==> src/common/stripe_pkg.sv <==
`default_nettype none

package stripe_pkg;

  // read port and preload port widths
  localparam int ADDR_W = 10;
  localparam int DATA_W = 32;
  localparam int ID_W = 4;
  localparam int LEN_W = 8;

  // address split into {row, bank, offset}
  localparam int NUM_BANKS = 2;
  localparam int BANK_W = 1;
  localparam int OFS_W = 2;
  localparam int BANK_AW = ADDR_W - BANK_W;
  localparam int ROW_W = ADDR_W - BANK_W - OFS_W;

  // order fifo depth is 2**ORD_AW, so 4 bursts in flight
  localparam int ORD_AW = 2;

  // skid buffer payloads in stripe_rd
  localparam int AR_BITS = ID_W + ADDR_W + LEN_W;
  localparam int R_BITS = ID_W + DATA_W + 1;

  typedef union packed {
    logic [ADDR_W-1:0] flat;
    struct packed {
      logic [ROW_W-1:0]  row;
      logic [BANK_W-1:0] bank;
      logic [OFS_W-1:0]  ofs;
    } fields;
  } stripe_addr_u;

endpackage

`default_nettype wire

==> src/common/axi_rd_if.sv <==
`timescale 1ns/1ps
`default_nettype none

interface axi_rd_if;
  import stripe_pkg::*;

  // AR channel, address is local to the bank
  logic               arvalid;
  logic               arready;
  logic [ID_W-1:0]    arid;
  logic [BANK_AW-1:0] araddr;
  logic [LEN_W-1:0]   arlen;

  // R channel
  logic               rvalid;
  logic               rready;
  logic [ID_W-1:0]    rid;
  logic [DATA_W-1:0]  rdata;
  logic               rlast;

  modport manager (
    output arvalid, arid, araddr, arlen, rready,
    input  arready, rvalid, rid, rdata, rlast
  );

  modport subordinate (
    input  arvalid, arid, araddr, arlen, rready,
    output arready, rvalid, rid, rdata, rlast
  );

endinterface

`default_nettype wire

==> src/verilog/stripe_mem_bank.sv <==
`timescale 1ns/1ps
`default_nettype none

module stripe_mem_bank #(
  parameter int BANK_ID = 0
) (
  input wire                           clk,
  input wire                           rst_n,
  axi_rd_if.subordinate                s_bank,
  input wire                           i_wr_en,
  input wire stripe_pkg::stripe_addr_u i_wr_addr,
  input wire [stripe_pkg::DATA_W-1:0]  i_wr_data
);
  import stripe_pkg::*;

  logic [DATA_W-1:0] mem [2**ROW_W];

  logic              rvalid_q;
  logic              rlast_q;
  logic [ID_W-1:0]   rid_q;
  logic [DATA_W-1:0] rdata_q;
  logic [ROW_W-1:0]  next_row;
  logic [LEN_W-1:0]  beats_left;
  logic [ROW_W-1:0]  ar_row;
  logic              ar_take;
  logic              r_take;

  // preload, only words striped onto this bank
  always_ff @(posedge clk) begin
    if (i_wr_en && i_wr_addr.fields.bank == BANK_W'(BANK_ID)) begin
      mem[i_wr_addr.fields.row] <= i_wr_data;
    end
  end

  // byte offset of the local address is ignored, beats are full words
  assign ar_row  = s_bank.araddr[BANK_AW-1:OFS_W];
  assign ar_take = s_bank.arvalid && !rvalid_q;
  assign r_take  = rvalid_q && s_bank.rready;

  always_ff @(posedge clk) begin
    if (!rst_n) begin
      rvalid_q <= 1'b0;
    end else if (ar_take) begin
      rvalid_q <= 1'b1;
    end else if (r_take && rlast_q) begin
      rvalid_q <= 1'b0;
    end
  end

  // burst streams consecutive rows, one per beat
  always_ff @(posedge clk) begin
    if (ar_take) begin
      rid_q      <= s_bank.arid;
      rdata_q    <= mem[ar_row];
      next_row   <= ar_row + 1'b1;
      beats_left <= s_bank.arlen;
      rlast_q    <= (s_bank.arlen == '0);
    end else if (r_take && !rlast_q) begin
      rdata_q    <= mem[next_row];
      next_row   <= next_row + 1'b1;
      beats_left <= beats_left - 1'b1;
      rlast_q    <= (beats_left == LEN_W'(1));
    end
  end

  assign s_bank.arready = !rvalid_q;
  assign s_bank.rvalid  = rvalid_q;
  assign s_bank.rid     = rid_q;
  assign s_bank.rdata   = rdata_q;
  assign s_bank.rlast   = rlast_q;

endmodule

`default_nettype wire

==> src/flat_wrapper.sv <==
// flat-port wrapper written by rule: the top's interface ports become plain ports
module stripe_mem_bank_flat import stripe_pkg::*;
#(
  parameter int BANK_ID = 0
)
  (clk, rst_n, i_wr_en, i_wr_addr, i_wr_data, s_bank_arvalid, s_bank_arid, s_bank_araddr, s_bank_arlen, s_bank_rready, s_bank_arready, s_bank_rvalid, s_bank_rid, s_bank_rdata, s_bank_rlast);
  axi_rd_if s_bank_i ();
  input wire clk;
  input wire rst_n;
  input wire i_wr_en;
  input wire stripe_pkg::stripe_addr_u i_wr_addr;
  input wire [stripe_pkg::DATA_W-1:0] i_wr_data;
  input wire logic [$bits(s_bank_i.arvalid)-1:0] s_bank_arvalid;
  input wire logic [$bits(s_bank_i.arid)-1:0] s_bank_arid;
  input wire logic [$bits(s_bank_i.araddr)-1:0] s_bank_araddr;
  input wire logic [$bits(s_bank_i.arlen)-1:0] s_bank_arlen;
  input wire logic [$bits(s_bank_i.rready)-1:0] s_bank_rready;
  output wire logic [$bits(s_bank_i.arready)-1:0] s_bank_arready;
  output wire logic [$bits(s_bank_i.rvalid)-1:0] s_bank_rvalid;
  output wire logic [$bits(s_bank_i.rid)-1:0] s_bank_rid;
  output wire logic [$bits(s_bank_i.rdata)-1:0] s_bank_rdata;
  output wire logic [$bits(s_bank_i.rlast)-1:0] s_bank_rlast;
  assign s_bank_i.arvalid = s_bank_arvalid;
  assign s_bank_i.arid = s_bank_arid;
  assign s_bank_i.araddr = s_bank_araddr;
  assign s_bank_i.arlen = s_bank_arlen;
  assign s_bank_i.rready = s_bank_rready;
  assign s_bank_arready = s_bank_i.arready;
  assign s_bank_rvalid = s_bank_i.rvalid;
  assign s_bank_rid = s_bank_i.rid;
  assign s_bank_rdata = s_bank_i.rdata;
  assign s_bank_rlast = s_bank_i.rlast;
  stripe_mem_bank #(.BANK_ID(BANK_ID)) u_core (.clk(clk), .rst_n(rst_n), .s_bank(s_bank_i), .i_wr_en(i_wr_en), .i_wr_addr(i_wr_addr), .i_wr_data(i_wr_data));
endmodule
==> config.mk <==
export PLATFORM = sky130hd
export DESIGN_NAME = stripe_mem_bank_flat
export DESIGN_NICKNAME = d
export VERILOG_FILES = /design/src/common/stripe_pkg.sv /design/src/common/axi_rd_if.sv /design/src/verilog/stripe_mem_bank.sv /design/src/flat_wrapper.sv
export SDC_FILE = /design/constraint.sdc
export NUM_CORES = 2
export LEC_CHECK = 0
export BUFFER_PORTS_ARGS = -buffer_cell sky130_fd_sc_hd__buf_4
export CAP_MARGIN = 10
export CORE_ASPECT_RATIO = 0.9
export CORE_MARGIN = 8
export CORE_UTILIZATION = 60
export CTS_BUF_LIST = sky130_fd_sc_hd__clkbuf_8 sky130_fd_sc_hd__clkbuf_16
export DETAILED_ROUTE_END_ITERATION = 7
export PLACE_DENSITY_LB_ADDON = 0.25
export SLEW_MARGIN = 5
export SYNTH_ARGS = -nofsm -noshare
export SYNTH_HDL_FRONTEND = slang
export SYNTH_SLANG_ARGS = --single-unit
==> constraint.sdc <==
create_clock -name clk -period 5.93 [get_ports clk]
set_input_delay 0.593 -clock clk [delete_from_list [all_inputs] [get_ports clk]]
set_output_delay 0.593 -clock clk [all_outputs]
set_load 0.1 [all_outputs]
==> results.txt <==
The count of pins on the block boundary is 107. The initial cell density of the core is 0.604. The worst-case IR drop observed on VDD is 309 uV. The largest fanout on the critical path came out at 59.

The accumulated negative setup slack is 0 ns. The per-instance average area after synthesis came out at 18.5 um2. In the synthesized netlist the dominant register cell turns out to be edfxtp_1. CTS placed an instance of clkbuf_16 at the clock tree root. The cell count along the critical path is 9. The via count of the first global-routing pass came to 122,009. Dividing the detail-routed via count by the number of cells gives 8.09. The initial antenna violation count came out at 56. The overall die width is 620 um. The critical path is of the register to register type. Max-cap violations in this run came to 0. The share of synthesized area in the top cell type comes to 0.632. The cell count of the worst reg-to-reg path came out at 9. Relative to the synthesized area, the layout overhead comes to 10.4%. For flop-to-flop paths, the worst setup slack is 1.00 ns. The number of buffer and inverter instances along the worst setup path came out at 3. The internal portion of total power came out at 52,500 uW. The count of endpoints failing setup in the final report is 0. The buffers inserted during post-CTS setup optimization came out at 0.

The final max-slew violation count came out at 2. The share of total power dissipated in the clock network is 0.362. The post-cts repair resize count is 0.

Of the cells placed in the final design, the portion with a size suffix greater than 1 is 0.311. The final weighted congestion of routability-driven global placement is 0.970. TritonCTS built the clock tree.

The final reports fail on slew limit. The share of synthesized flip-flops with an asynchronous set or reset came out at 0. For this run, design rule violations remaining after detail routing come to 0. For this run, the number of Yosys warnings is 0. The kind of cell with the highest combined delay along the critical path is simple AND/OR/NAND/NOR gates. The worst setup path is launched from a register.

The count of buffers from port buffering is 102. The wire length reported by the detailed router is 648 mm. The number of H-tree branching levels came out at 5. The largest stage delay on the critical path came out at 1.05 ns. The logic gate share of total power came out at 0.188. The switching part of the total power is 0.282. The master of the slowest instance on the critical path is dfxtp_4. The synthesized area is 197,000 um2. Measured along the y axis, the die boundary spans 560 um. The total clock sinks came out at 4,156.

The standby leakage power came out at 0.0694 uW. Once placement finished, the instance area stood at 204,000 um2. Synthesis produced a netlist whose cell count is 10,682. Derived from the worst setup path, the maximum achievable clock frequency is 203 MHz. The critical path required time is 6.72 ns. The post-route minimum period is 4.93 ns. The area of the die is 347,000 um2. The most numerous cell on the critical path is buf_4.

The worst hold path cell count is 1. After synthesis the netlist holds a flip-flop and latch count of 4,156. The library cells used most frequently in the layout, excluding fill and tap cells, are edfxtp_1 (4,148), mux4_2 (1,347), mux2i_1 (1,031). The core area is 327,000 um2. In this run the deepest clock path goes through 4 buffers. Once detail routing completed, the nets flagged for antenna violations numbered 0.

The proportion of synthesized chip area in sequential cells came out at 0.633. After synthesis, the cell types taking the most area are edfxtp_1 (63%), mux4_2 (15%), mux2i_1 (5.2%). The final hold violation count was 0. In this run, the number of DRC markers left after iteration 0 of detailed routing was 22,556.

The number of distinct library cells after synthesis is 62. Setup repair after global routing left no endpoint under its margin. Entering global routing, the biggest net connects 130 pins. The fraction of the cycle the final worst path needs is 0.831.

The worst hold path belongs to the class input port to register. Leaving out fill and tap cells, the most frequent cell in the layout is edfxtp_1. For this run, the post-layout net count is 10,799. The startpoint of the lowest-slack hold path is i_wr_data[28]. Clock tree synthesis inserted a total of 410 buffers. The worst hold path terminates at u_core.mem[121][28]. The finished cells cover 218,000 um2. At the worst endpoint, the arrival time is 5.72 ns.

The first-pass GRT wire length came out at 898 mm. The sequential share of power is 0.450. The via total after detailed routing came out at 124,636. The clock transition time at the flip-flop clock pins of the worst setup and hold paths is 0.06 ns. In this run the tightest slew margin relative to its limit is -0.0739.

Traced cell by cell, the critical path runs through and2_4 > buf_12 > buf_4 > a221oi_1 > a221o_1 > nor2_1 > o32ai_1 > buf_4 > nor4_1. The clock arrives with 0.0461 ns of skew. The placed wire-length estimate is 389 mm.

For this design the total switching power over the nets is 20,600 uW. The run finished, with violations left. The length of the first detailed-routing pass in iterations came out at 7.

The synthesized design spends more area on one cell type than any other, namely edfxtp_1. The net count after synthesis is 10,753. The power density normalized to cell area is 336 nW/um2. The number of core rows came out at 199. In the final routed layout, each cell accounts on average for 42.0 um. The number of synthesized flops with an enable pin came out at 4,148. The pin slew with the least headroom to its limit is 1.61 ns.

Hold repair after CTS inserted 14 buffers. The critical path capture point type is a register. The overall overflow remaining after global route is 0.

In the global route stage, overall resource usage came out at 0.362. The worst register-to-register path ends at u_core.s_bank.rdata[30]. The worst-skew pair later-pin latency came out at 1.00 ns.
final cells by class:
cell class | instances | area, um2
sequential | 4156 | 125000
timing repair buffer | 580 | 5360
clock inverter | 338 | 2940
tap | 4321 | 5410
clock buffer | 419 | 10500
multi-input combinational | 5570 | 68600
antenna | 21 | 52.6
fill | 20736 | 109000
inverter | 10 | 45.0
cell families (layout without fill, tap and decap cells):
kind of cell               after synthesis  after routing  share of synthesized area
DFF                                   4156           4156                      0.633
muxes                                 3017           3017                      0.243
AOI/OAI and AO/OA                     2018           2018                     0.0844
buffers and inverters                  956           1347                     0.0254
and+or+nand+nor                        521            521                     0.0142
xor gates and xnor gates                11             11                   0.000489
adders and majority gates                3              3                   0.000190
other                                    0             21                          0
synth_stat cells, types with 51 or more instances:
library cell / n
a221oi_1: 413
a22o_1: 128
mux2_2: 593
mux4_2: 1347
edfxtp_1: 4148
buf_6: 95
buf_2: 194
o21ai_0: 51
buf_4: 88
o221a_2: 96
o211ai_1: 190
o221ai_1: 351
mux2i_1: 1031
a221o_1: 64
a22oi_1: 123
nor2_1: 216
a21oi_1: 131
nand2_1: 57
a2bb2oi_1: 67
clkbuf_1: 517
o22ai_1: 157
o2bb2ai_1: 58
state kept, by name (all words and copies together), names as in the netlist, named ones only:
name                  cells
u_core.s_bank.rlast       1
u_core.mem             4096
u_core.beats_left         8
u_core.next_row           7
u_core.s_bank.rvalid      1
u_core.s_bank.rid         4
u_core.s_bank.rdata      32
layer usage:
layer	track usage	vias to the layer above	wire length (um)
li1	-	47011	-
met4	0.185	48	40300
met2	0.508	11502	275000
met5	0.00998	-	805
met1	0.487	63957	219000
met3	0.151	2118	113000
worst max path at each step:
stage	slack, ns	startpoint	endpoint
CTS	1.26	register	u_core.s_bank.rdata[30]
finish	1.00	register	u_core.s_bank.rdata[30]
global route	1.08	register	u_core.s_bank.rdata[30]
detailed placement	1.22	s_bank_araddr[2]	u_core.s_bank.rdata[5]
global placement	1.29	s_bank_araddr[2]	u_core.s_bank.rdata[5]
floorplan	1.74	u_core.s_bank.rvalid	register
power groups by stage:
stage                     clock network, uW  registers, uW  logic [uW]
after floorplan                           0          33600        8110
after global placement                    0          33400       12900
after detailed placement                  0          33500       13100
after CTS                             26400          32800       13200
after global routing                  27500          32800       14000
final                                 26400          32800       13700
metrics by stage:
step / total power [uW] / instances / worst slack (ns) / util / hold WS (ns)
2_1_floorplan: 41700 / 10682 / 1.74 / - / 0.470
3_3_place_gp: 46400 / 14621 / 1.29 / 0.624 / 0.484
3_5_place_dp: 46600 / 14621 / 1.22 / 0.624 / 0.495
4_1_cts: 72500 / 15392 / 1.26 / 0.666 / 0.0852
5_1_grt: 74300 / 15404 / 1.08 / 0.666 / 0.116
6_report: 73000 / 15415 / 1.00 / 0.666 / 0.100
Power figures use the tool's default switching activity.
